[config.mk]
export PLATFORM = sky130hd
export DESIGN_NAME = dma_engine_flat
export DESIGN_NICKNAME = d
export VERILOG_FILES = /design/src/source/periph_pkg.sv /design/src/source/bus_if.sv /design/src/source/dma_engine.sv /design/src/flat_wrapper.sv
export VERILOG_INCLUDE_DIRS = /design/src /design/src/source
export SDC_FILE = /design/constraint.sdc
export NUM_CORES = 1
export LEC_CHECK = 0
export BUFFER_PORTS_ARGS = -buffer_cell sky130_fd_sc_hd__buf_2
export CAP_MARGIN = 20
export CORE_UTILIZATION = 47
export CTS_CLUSTER_SIZE = 10
export DETAILED_ROUTE_END_ITERATION = 7
export PLACE_DENSITY = 0.72
export SLEW_MARGIN = 20
export SYNTH_ARGS = -nofsm -noshare
export SYNTH_HDL_FRONTEND = slang
export SYNTH_SLANG_ARGS = --single-unit
[constraint.sdc]
create_clock -name i_clock -period 2.5 [get_ports i_clock]
set_input_delay 0.5 -clock i_clock [delete_from_list [all_inputs] [get_ports i_clock]]
set_output_delay 0.5 -clock i_clock [all_outputs]
set_load 0.05 [all_outputs]
[src/source/soc_macros.svh]
`ifndef SOC_MACROS_SVH
`define SOC_MACROS_SVH

// Bus word and address width
`define SOC_DATA_W 32

// Top address nibble per target
`define SOC_REGION_RAM  4'h1
`define SOC_REGION_CTRL 4'h4
`define SOC_REGION_DMA  4'h9

// Block RAM depth in words
`define SOC_RAM_WORDS 512

// LED register width
`define SOC_LED_W 10

// Control block word offsets
`define SOC_REG_LED        2'd0
`define SOC_REG_COUNT      2'd1
`define SOC_REG_COMPARE    2'd2
`define SOC_REG_TIMER_CTRL 2'd3

// DMA block word offsets
`define SOC_REG_DMA_SRC 2'd0
`define SOC_REG_DMA_DST 2'd1
`define SOC_REG_DMA_LEN 2'd2
`define SOC_REG_DMA_GO  2'd3

// Bits of timer_ctrl
`define SOC_TIMER_ENABLE_BIT 0
`define SOC_TIMER_ACK_BIT    1

`endif

[src/source/periph_pkg.sv]
`default_nettype none
`include "soc_macros.svh"

package periph_pkg;

	// Copy engine sequence
	typedef enum logic [1:0] {
		DMA_IDLE,
		DMA_READ,
		DMA_WRITE,
		DMA_DONE
	} dma_state_t;

	// Control block registers, by word offset
	typedef enum logic [1:0] {
		CTRL_LED        = `SOC_REG_LED,
		CTRL_COUNT      = `SOC_REG_COUNT,
		CTRL_COMPARE    = `SOC_REG_COMPARE,
		CTRL_TIMER_CTRL = `SOC_REG_TIMER_CTRL
	} ctrl_reg_t;

endpackage

`default_nettype wire

[src/source/bus_if.sv]
`timescale 1ns/10ps
`default_nettype none
`include "soc_macros.svh"

interface bus_if;

	logic request;
	// High for a write
	logic rw;
	logic [`SOC_DATA_W-1:0] address;
	logic [`SOC_DATA_W-1:0] wdata;
	logic [`SOC_DATA_W-1:0] rdata;
	logic ready;

	modport master (
		output request,
		output rw,
		output address,
		output wdata,
		input  rdata,
		input  ready
	);

	modport slave (
		input  request,
		input  rw,
		input  address,
		input  wdata,
		output rdata,
		output ready
	);

endinterface

`default_nettype wire

[src/source/dma_engine.sv]
`timescale 1ns/10ps
`default_nettype none
`include "soc_macros.svh"

module dma_engine (
	input  wire    i_clock,
	input  wire    i_reset,
	bus_if.slave   regs,
	bus_if.master  bus
);

	periph_pkg::dma_state_t state;
	logic [`SOC_DATA_W-1:0] src;
	logic [`SOC_DATA_W-1:0] dst;
	logic [`SOC_DATA_W-1:0] len;
	logic [`SOC_DATA_W-1:0] word;
	logic busy;
	logic reg_access;
	logic reg_write;

	assign busy = (state != periph_pkg::DMA_IDLE);
	assign reg_access = regs.request && !regs.ready;
	assign reg_write = reg_access && regs.rw;

	// ==================================================
	// Register port
	// ==================================================
	always_ff @(posedge i_clock) begin
		if (i_reset)
			regs.ready <= 1'b0;
		else
			regs.ready <= reg_access;
	end

	always_ff @(posedge i_clock) begin
		if (reg_access) begin
			case (regs.address[3:2])
				`SOC_REG_DMA_SRC: regs.rdata <= src;
				`SOC_REG_DMA_DST: regs.rdata <= dst;
				`SOC_REG_DMA_LEN: regs.rdata <= len;
				`SOC_REG_DMA_GO:  regs.rdata <= {{(`SOC_DATA_W-1){1'b0}}, busy};
			endcase
		end
	end

	// ==================================================
	// Copy sequence, one word read then written
	// ==================================================
	always_ff @(posedge i_clock) begin
		if (i_reset) begin
			state <= periph_pkg::DMA_IDLE;
			bus.request <= 1'b0;
			src <= '0;
			dst <= '0;
			len <= '0;
		end else begin
			case (state)
				periph_pkg::DMA_IDLE: begin
					// Setup only while idle
					if (reg_write) begin
						case (regs.address[3:2])
							`SOC_REG_DMA_SRC: src <= regs.wdata;
							`SOC_REG_DMA_DST: dst <= regs.wdata;
							`SOC_REG_DMA_LEN: len <= regs.wdata;
							`SOC_REG_DMA_GO: begin
								if (len != '0)
									state <= periph_pkg::DMA_READ;
							end
						endcase
					end
				end
				periph_pkg::DMA_READ: begin
					if (bus.ready) begin
						bus.request <= 1'b0;
						state <= periph_pkg::DMA_WRITE;
					end else begin
						bus.request <= 1'b1;
					end
				end
				periph_pkg::DMA_WRITE: begin
					if (bus.ready) begin
						bus.request <= 1'b0;
						src <= src + 4;
						dst <= dst + 4;
						len <= len - 1'b1;
						state <= (len == 1) ? periph_pkg::DMA_DONE : periph_pkg::DMA_READ;
					end else begin
						bus.request <= 1'b1;
					end
				end
				periph_pkg::DMA_DONE: begin
					state <= periph_pkg::DMA_IDLE;
				end
			endcase
		end
	end

	always_ff @(posedge i_clock) begin
		if (state == periph_pkg::DMA_READ && bus.ready)
			word <= bus.rdata;
	end

	assign bus.rw = (state == periph_pkg::DMA_WRITE);
	assign bus.address = (state == periph_pkg::DMA_WRITE) ? dst : src;
	assign bus.wdata = word;

endmodule

`default_nettype wire

[src/flat_wrapper.sv]
// flat-port wrapper written by rule: the top's interface ports become plain ports
module dma_engine_flat 
  (i_clock, i_reset, regs_request, regs_rw, regs_address, regs_wdata, regs_rdata, regs_ready, bus_request, bus_rw, bus_address, bus_wdata, bus_rdata, bus_ready);
  bus_if regs_i ();
  bus_if bus_i ();
  input  wire i_clock;
  input  wire i_reset;
  input wire logic [$bits(regs_i.request)-1:0] regs_request;
  input wire logic [$bits(regs_i.rw)-1:0] regs_rw;
  input wire logic [$bits(regs_i.address)-1:0] regs_address;
  input wire logic [$bits(regs_i.wdata)-1:0] regs_wdata;
  output wire logic [$bits(regs_i.rdata)-1:0] regs_rdata;
  output wire logic [$bits(regs_i.ready)-1:0] regs_ready;
  output wire logic [$bits(bus_i.request)-1:0] bus_request;
  output wire logic [$bits(bus_i.rw)-1:0] bus_rw;
  output wire logic [$bits(bus_i.address)-1:0] bus_address;
  output wire logic [$bits(bus_i.wdata)-1:0] bus_wdata;
  input wire logic [$bits(bus_i.rdata)-1:0] bus_rdata;
  input wire logic [$bits(bus_i.ready)-1:0] bus_ready;
  assign regs_i.request = regs_request;
  assign regs_i.rw = regs_rw;
  assign regs_i.address = regs_address;
  assign regs_i.wdata = regs_wdata;
  assign regs_rdata = regs_i.rdata;
  assign regs_ready = regs_i.ready;
  assign bus_request = bus_i.request;
  assign bus_rw = bus_i.rw;
  assign bus_address = bus_i.address;
  assign bus_wdata = bus_i.wdata;
  assign bus_i.rdata = bus_rdata;
  assign bus_i.ready = bus_ready;
  dma_engine u_core (.i_clock(i_clock), .i_reset(i_reset), .regs(regs_i), .bus(bus_i));
endmodule
==> flow_summary.json, run 1 <==
{
  "start_util": 0.479,
  "num_io_pins": 200,
  "yosysSeqAreaShare": 0.423,
  "drtAntennaViolNets": 0,
  "final.setup_skew_ps": 12.2,
  "postCtsHoldBufs": 0,
  "syn-num-nets": 1182,
  "drv_slew": 0,
  "grt_pass1_vias": 8687,
  "drtPass1Iterations": 7,
  "stdcell_area_sq_um": 11500,
  "slew_headroom": 0.556,
  "synthTopCellsByArea": "dfxtp_1 22%, edfxtp_1 21%, o21ai_0 6.5%",
  "p_total_mw": 12.0,
  "cts.reportedPaths.clkPinSlew_ps": 80,
  "grt_pass1_wl_microns": 47400,
  "fin_crit_sh": 0.983,
  "ir_drop_mv": 0.629,
  "setup_ws_ps": 42.0,
  "synthCells": 1074,
  "synth.avg_cell_area_sq_um": 8.65,
  "crit_path_top_delay_cell": "mux2_2",
  "gp_congestion": 0.949,
  "worst_pin_slew_ps": 666,
  "die_x_microns": 143,
  "post-place-cells": 1483,
  "stdcell_count": 1523,
  "portBuffers": 169,
  "final_cell_mix": "169 x buf_2, 117 x o21ai_0, 100 x nand2_1, 100 x dfxtp_1, 85 x a21oi_1",
  "crit_fanout": 34,
  "ys_ff_latch": 164,
  "core_sq_um": 19400,
  "fmax_mhz": 407,
  "cts_tree": "done",
  "hold_viol": 0,
  "cp_top_family": "buffers and inverters",
  "vias": 9742,
  "hold_path_class": "input port to flip-flop",
  "synth_edf_count": 64,
  "cts_max_level": 4,
  "slowest_delay_ps": 360,
  "syn_area_sq_um": 9290,
  "place_hpwl_microns": 21200,
  "yosysTopAreaCellShare": 0.216,
  "setup_viol": 0,
  "grt-ovfl-total": 0,
  "drive_gt1_frac": 0.266,
  "start_kind": "flip-flop",
  "synthArstFlopShare": 0,
  "clock_latency_ps": 440,
  "placed_cell_area_sq_um": 10700,
  "diodes": 0,
  "clock_path_buffers": 2,
  "area_delta_synth_final_pct": 23.7,
  "grt_start_max_net_pins": 90,
  "drcViolationCount": 0,
  "status": "complete, no violations",
  "drtIter0Drc": 1194,
  "grt_use_total": 0.304,
  "finalSetupTns_ps": 0,
  "num_rows": 51,
  "numCtsBuffers": 17,
  "rsz0062_at_grt": "true",
  "drt-vias-per-instance": 6.40,
  "synth_cell_types": 71,
  "ys.flop_type": "dfxtp_1",
  "power.leakage_nw": 4.33,
  "arrival_ps": 1960,
  "worstPathCellList": "inv_1 > ha_4 > buf_16 > mux2_2 > buf_2",
  "antenna_found_initial": 0,
  "period_needed_ps": 2460,
  "power.density_nw_per_um2": 1040,
  "required_ps": 2000,
  "design.die.area_sq_um": 20300,
  "crit_buf_inv": 3,
  "root_buffer": "clkbuf_16",
  "fin_nets": 1353,
  "fin_util": 0.592,
  "wl_per_cell_microns": 20.5,
  "die_h_microns": 143,
  "cap_violations": 0,
  "layout_commonest_cell": "buf_2",
  "drt_wl_total_microns": 31200,
  "critPathCaptureType": "output port",
  "place_ws_ps": 179,
  "yosysWarnings": 0,
  "yosys.area.top_type": "dfxtp_1",
  "critical_path_class": "flip-flop to output port",
  "clock-sinks": 164,
  "whs_ps": 228
}
-- area by class of cell --
class | count | area [sq um]
Timing Repair Buffer | 247 | 1590
Inverter | 26 | 97.6
Sequential cell | 164 | 3920
Tap cell | 265 | 332
Clock inverter | 15 | 196
Fill cell | 1745 | 7910
Clock buffer | 17 | 425
Multi-Input combinational cell | 789 | 4920
-- sequential cells by signal, indices dropped and copies added, names as in the netlist --
signal,flops
u_core.regs.rdata,32
u_core.dst,32
u_core.regs.ready,1
u_core.src,32
u_core.bus.request,1
u_core.len,32
u_core.state,2
u_core.bus.wdata,32
-- final timing paths --
path                                                       from  depth (start not counted)                              end  slack [ps]
worst max-delay path               u_core.state[0]$_SDFFE_PP0P_                          5                  bus_address[12]          40
worst min-delay path                              bus_rdata[17]                          1   u_core.bus.wdata[17]$_DFFE_PP_         230
worst max register to register     u_core.state[0]$_SDFFE_PP0P_                          9      u_core.dst[26]$_SDFFE_PP0P_         150
worst min register to register  u_core.bus.request$_SDFFE_PP0P_                          2  u_core.bus.request$_SDFFE_PP0P_         500
-- where the power goes --
part / switching, mW / internal (mW) / total, mW
combinational: 3.56 / 1.80 / 5.36
clock: 1.34 / 1.37 / 2.71
sequential: 0.558 / 3.35 / 3.91
total: 5.45 / 6.52 / 12.0
-- cells by family after synthesis --
| family | count (synthesis) | share of synthesized area |
|---|---|---|
| fa+ha+maj | 7 | 0.00943 |
| mux | 68 | 0.0783 |
| compound gates | 353 | 0.234 |
| buf+inv | 121 | 0.0511 |
| simple gates | 361 | 0.205 |
| flops | 164 | 0.423 |
-- what timing repair did --
action	CTS	global route
gates resized for setup	2	1
pin swaps	1	0
endpoints found under the setup margin	14	26
setup buffers	2	3
cloned	2	1
-- cells in the mapped netlist, drive strengths merged, types with 6 or more instances --
cell and instances:
nor4 21, a31oi 25, or2 6, mux2 27, buf 24, or4 15, o21ai 121, nand3 36
clkbuf 71, edfxtp 64, nand4 20, nor3 36, and2 11, or3 14, o31a 6, ha 7
inv 26, o22ai 16, dfxtp 100, nand2b 7, a21oi 85, o31ai 8, a211oi 25, nor2 54
mux2i 40, nor2b 20, o211ai 9, nand2 100, o32ai 7, o21a 9
-- metal layers --
layer  wire [microns]  vias up  GRT usage
met1            12500     4601      0.394
li1                 -     4394          -
met5                0        -          0
met4             1210        0      0.152
met3             3370       98     0.0710
met2            14100      649      0.473
(Power assumes the default switching activity.)
==> run 2: changes to the inputs <==
- PLACE_DENSITY: 0.72 -> 0.69
- clock period: 2.5 -> 2.9 ns (I/O delays scaled with it)
==> flow_summary.json, run 2 (synthesis gave the netlist of run 1 again) <==
{
  "status": "complete, no violations",
  "endpoint": "bus_address[8]",
  "start_util": 0.479,
  "final_cell_mix": "169 x buf_2, 117 x o21ai_0, 100 x nand2_1, 100 x dfxtp_1, 85 x a21oi_1",
  "num_io_pins": 200,
  "n_fill_cell": 1796,
  "cts.reportedPaths.clkPinSlew_ps": 70,
  "post_cts_buffers": 0,
  "whs_ps": 321,
  "power.density_nw_per_um2": 900,
  "layout_commonest_cell": "buf_2",
  "core_sq_um": 19400,
  "finalSetupTns_ps": 0,
  "drv_slew": 0,
  "fin_nets": 1318,
  "drtIter0Drc": 1149,
  "grt_start_max_net_pins": 99,
  "antenna_found_initial": 0,
  "grt-ovfl-total": 0,
  "postCtsHoldBufs": 0,
  "clock_path_buffers": 2,
  "num_rows": 51,
  "drtPass1Iterations": 6,
  "grt_pass1_wl_microns": 46500,
  "min-delay-start": "bus_rdata[9]",
  "r2r_setup_slack_ps": 440,
  "area_delta_synth_final_pct": 19.3,
  "wl_per_cell_microns": 20.1,
  "p_total_mw": 9.98,
  "ir_drop_mv": 0.522,
  "slew_headroom": 0.532,
  "drtAntennaViolNets": 0,
  "crit_fanout": 49,
  "setup_viol": 0,
  "final.setup_skew_ps": 8.71,
  "worst_pin_slew_ps": 696,
  "cts_max_level": 4,
  "regArea_sq_um": 3920,
  "ctsResizeCount": 0,
  "r2r_start": "u_core.state[0]$_SDFFE_PP0P_",
  "cts_tree": "done",
  "grt_pass1_vias": 8425,
  "drt_wl_total_microns": 29900,
  "portBuffers": 169,
  "fmax_mhz": 365,
  "crit_path_start": "u_core.state[0]$_SDFFE_PP0P_",
  "place_hpwl_microns": 20800,
  "diodes": 0,
  "die_h_microns": 143,
  "critical_path_class": "flip-flop to output port",
  "root_buffer": "clkbuf_16",
  "required_ps": 2320,
  "drive_gt1_frac": 0.244,
  "clock-sinks": 164,
  "start_kind": "flip-flop",
  "vias": 9306,
  "r2r-end": "u_core.src[24]$_SDFFE_PP0P_",
  "multiInputGateArea_sq_um": 4920,
  "hold_path_class": "input port to flip-flop",
  "fin_crit_sh": 0.944,
  "clock_latency_ps": 430,
  "numCtsBuffers": 17,
  "grt_use_total": 0.297,
  "period_needed_ps": 2740,
  "die_x_microns": 143,
  "power.leakage_nw": 4.09,
  "reg2regPathDepth": 8,
  "drt-vias-per-instance": 6.25,
  "arrival_ps": 2160,
  "cap_violations": 0,
  "hold_viol": 0,
  "rsz0062_at_grt": "false",
  "critPathCaptureType": "output port",
  "gp_congestion": 0.914,
  "design.die.area_sq_um": 20300,
  "drcViolationCount": 0
}
==> run 2: worst min-delay path by stage <==
stage,depth (start not counted),slack [ps],to
floorplan,2,470,u_core.len[30]$_SDFFE_PP0P_
global placement,2,480,u_core.bus.request$_SDFFE_PP0P_
detailed placement,2,490,u_core.bus.request$_SDFFE_PP0P_
CTS,1,310,u_core.bus.wdata[4]$_DFFE_PP_
global route,1,300,u_core.bus.wdata[7]$_DFFE_PP_
finish,1,320,u_core.bus.wdata[9]$_DFFE_PP_
==> run 2: power breakdown <==
group	total (mW)	switching, mW	internal, mW	leakage [nW]
Clock	2.32	1.03	1.29	0.281
Combinational	4.22	2.89	1.33	2.38
Sequential	3.43	0.541	2.89	1.43
Total	9.98	4.46	5.52	4.09
==> run 2: worst max-delay path, cell delays in order, from the launching register on <==
cell     delay [ps]
dfxtp_1         340
inv_1           120
ha_4            190
buf_4           430
mux2_2          400
buf_2           210
==> run 2: layout make-up <==
| class | instances | area share |
|---|---|---|
| repair buffers | 212 | 0.109 |
| well taps | 265 | 0.0299 |
| inverters | 26 | 0.00881 |
| flip-flops and latches | 164 | 0.354 |
| clock inverters | 15 | 0.0157 |
| clock buffers | 17 | 0.0384 |
| multi-input cells | 789 | 0.444 |
==> run 2: per-stage QoR <==
stage / instances / utilization / instance area [sq um] / setup slack, ps
final: 1488 / 0.571 / 11100 / 162
after global routing: 1488 / 0.571 / 11100 / 62.4
after CTS: 1488 / 0.571 / 11100 / 174
after detailed placement: 1456 / 0.540 / 10500 / 348
after global placement: 1456 / 0.540 / 10500 / 416
after floorplan: 1074 / - / 9310 / 10.6
==> run 2: per-layer routing <==
layer | vias to the layer above | wire (microns) | global-route usage
met4 | 0 | 820 | 0.115
li1 | 4330 | - | -
met5 | - | 0 | 0
met1 | 4387 | 12800 | 0.402
met3 | 67 | 2710 | 0.0700
met2 | 522 | 13600 | 0.457
==> run 3: changes to the inputs <==
- CORE_ASPECT_RATIO: unset -> 1.75
- CORE_UTILIZATION: 47 -> 40
- PLACE_DENSITY: 0.69 -> 0.61
==> flow_summary.json, run 3 (synthesis gave the netlist of run 1 again) <==
{
  "area_delta_synth_final_pct": 20.2,
  "critPathCaptureType": "output port",
  "slew_headroom": 0.529,
  "fmax_mhz": 371,
  "post_cts_buffers": 0,
  "final_cell_mix": "169 x buf_2, 117 x o21ai_0, 100 x nand2_1, 100 x dfxtp_1, 85 x a21oi_1",
  "final.setup_skew_ps": 10.9,
  "grt_pass1_vias": 8745,
  "antenna_found_initial": 0,
  "cts.reportedPaths.clkPinSlew_ps": 60,
  "drv_slew": 0,
  "fin_nets": 1322,
  "clock-sinks": 164,
  "drtPass1Iterations": 5,
  "drcViolationCount": 0,
  "grt_pass1_wl_microns": 47200,
  "root_buffer": "clkbuf_16",
  "drt_wl_total_microns": 31200,
  "arrival_ps": 2120,
  "power.density_nw_per_um2": 911,
  "postCtsHoldBufs": 0,
  "period_needed_ps": 2700,
  "ctsResizeCount": 0,
  "wl_per_cell_microns": 20.4,
  "core_sq_um": 22700,
  "crit_fanout": 85,
  "setup_viol": 0,
  "drt-vias-per-instance": 6.06,
  "critical_path_class": "flip-flop to output port",
  "status": "complete, no violations",
  "start_util": 0.408,
  "clock_path_buffers": 2,
  "finalSetupTns_ps": 0,
  "design.die.area_sq_um": 23900,
  "required_ps": 2320,
  "diodes": 0,
  "drtIter0Drc": 877,
  "stdcell_count": 1527,
  "gp_congestion": 0.931,
  "post-place-cells": 1495,
  "worst_pin_slew_ps": 700,
  "hold_viol": 0,
  "fin_crit_sh": 0.930,
  "hold_path_class": "input port to flip-flop",
  "layout_commonest_cell": "buf_2",
  "portBuffers": 169,
  "grt_use_total": 0.264,
  "cts_max_level": 4,
  "numCtsBuffers": 17,
  "drtAntennaViolNets": 0,
  "rsz0062_at_grt": "false",
  "cap_violations": 0,
  "power.leakage_nw": 4.12,
  "grt-ovfl-total": 0,
  "grt_start_max_net_pins": 90,
  "drive_gt1_frac": 0.242,
  "num_io_pins": 200,
  "place_hpwl_microns": 22500,
  "ir_drop_mv": 0.450,
  "vias": 9246,
  "die_h_microns": 204,
  "num_rows": 73,
  "start_kind": "flip-flop",
  "cts_tree": "done",
  "die_x_microns": 117,
  "clock_latency_ps": 450
}
-- run 3: changes by cell type in the layout (fill, tap and decap cells not counted), sizes merged --
cell / delta
buf: +4
clkinv: +4
clkbuf: +1
bufinv: +2
clkinvlp: -2
inv: -5
-- run 3: worst max-delay path, cell delays in order, from the launching register on --
cell     delay, ps
dfxtp_1        340
inv_1          130
ha_4           200
buf_12         310
nand2_1        130
o21ai_0        170
buf_2          330
-- run 3: routing by layer --
| layer | share of wire | vias to the layer above | GRT usage |
|---|---|---|---|
| li1 | - | 4332 | - |
| met1 | 0.38 | 4340 | 0.304 |
| met2 | 0.50 | 473 | 0.448 |
| met3 | 0.070 | 101 | 0.0452 |
| met4 | 0.051 | 0 | 0.159 |
| met5 | 0 | - | 0 |
-- run 3: power breakdown --
part	total [mW]	switching [mW]	leakage (nW)	internal [mW]
sequential	3.45	0.553	1.43	2.90
clock	2.34	0.920	0.287	1.42
combinational	4.38	2.98	2.41	1.40
-- run 3: cell type report --
cell class | count | area (sq um)
fill | 2226 | 11600
multi-input combinational | 789 | 4920
sequential | 164 | 3920
timing repair buffer | 216 | 1250
clock buffer | 18 | 429
tap | 300 | 375
clock inverter | 14 | 166
inverter | 26 | 97.6
-- run 3: final timing paths --
path | startpoint | endpoint | slack [ps] | cells after the start
worst max-delay path | u_core.state[0]$_SDFFE_PP0P_ | bus_address[28] | 200 | 6
worst min-delay path | bus_rdata[13] | u_core.bus.wdata[13]$_DFFE_PP_ | 310 | 1
worst max register to register | u_core.len[4]$_SDFFE_PP0P_ | u_core.len[29]$_SDFFE_PP0P_ | 420 | 5
worst min register to register | u_core.bus.request$_SDFFE_PP0P_ | u_core.bus.request$_SDFFE_PP0P_ | 490 | 2
-- run 3: stage by stage --
| stage | total power, mW | hold slack [ps] | instance area, sq um | setup slack, ps | utilization |
|---|---|---|---|---|---|
| after floorplan | 6.42 | 467 | 9310 | 10.6 | - |
| after global placement | 7.77 | 480 | 10600 | 475 | 0.465 |
| after detailed placement | 7.81 | 487 | 10600 | 451 | 0.465 |
| after CTS | 10.2 | 291 | 11200 | 228 | 0.491 |
| after global routing | 10.7 | 296 | 11200 | 114 | 0.491 |
| final | 10.2 | 312 | 11200 | 203 | 0.491 |
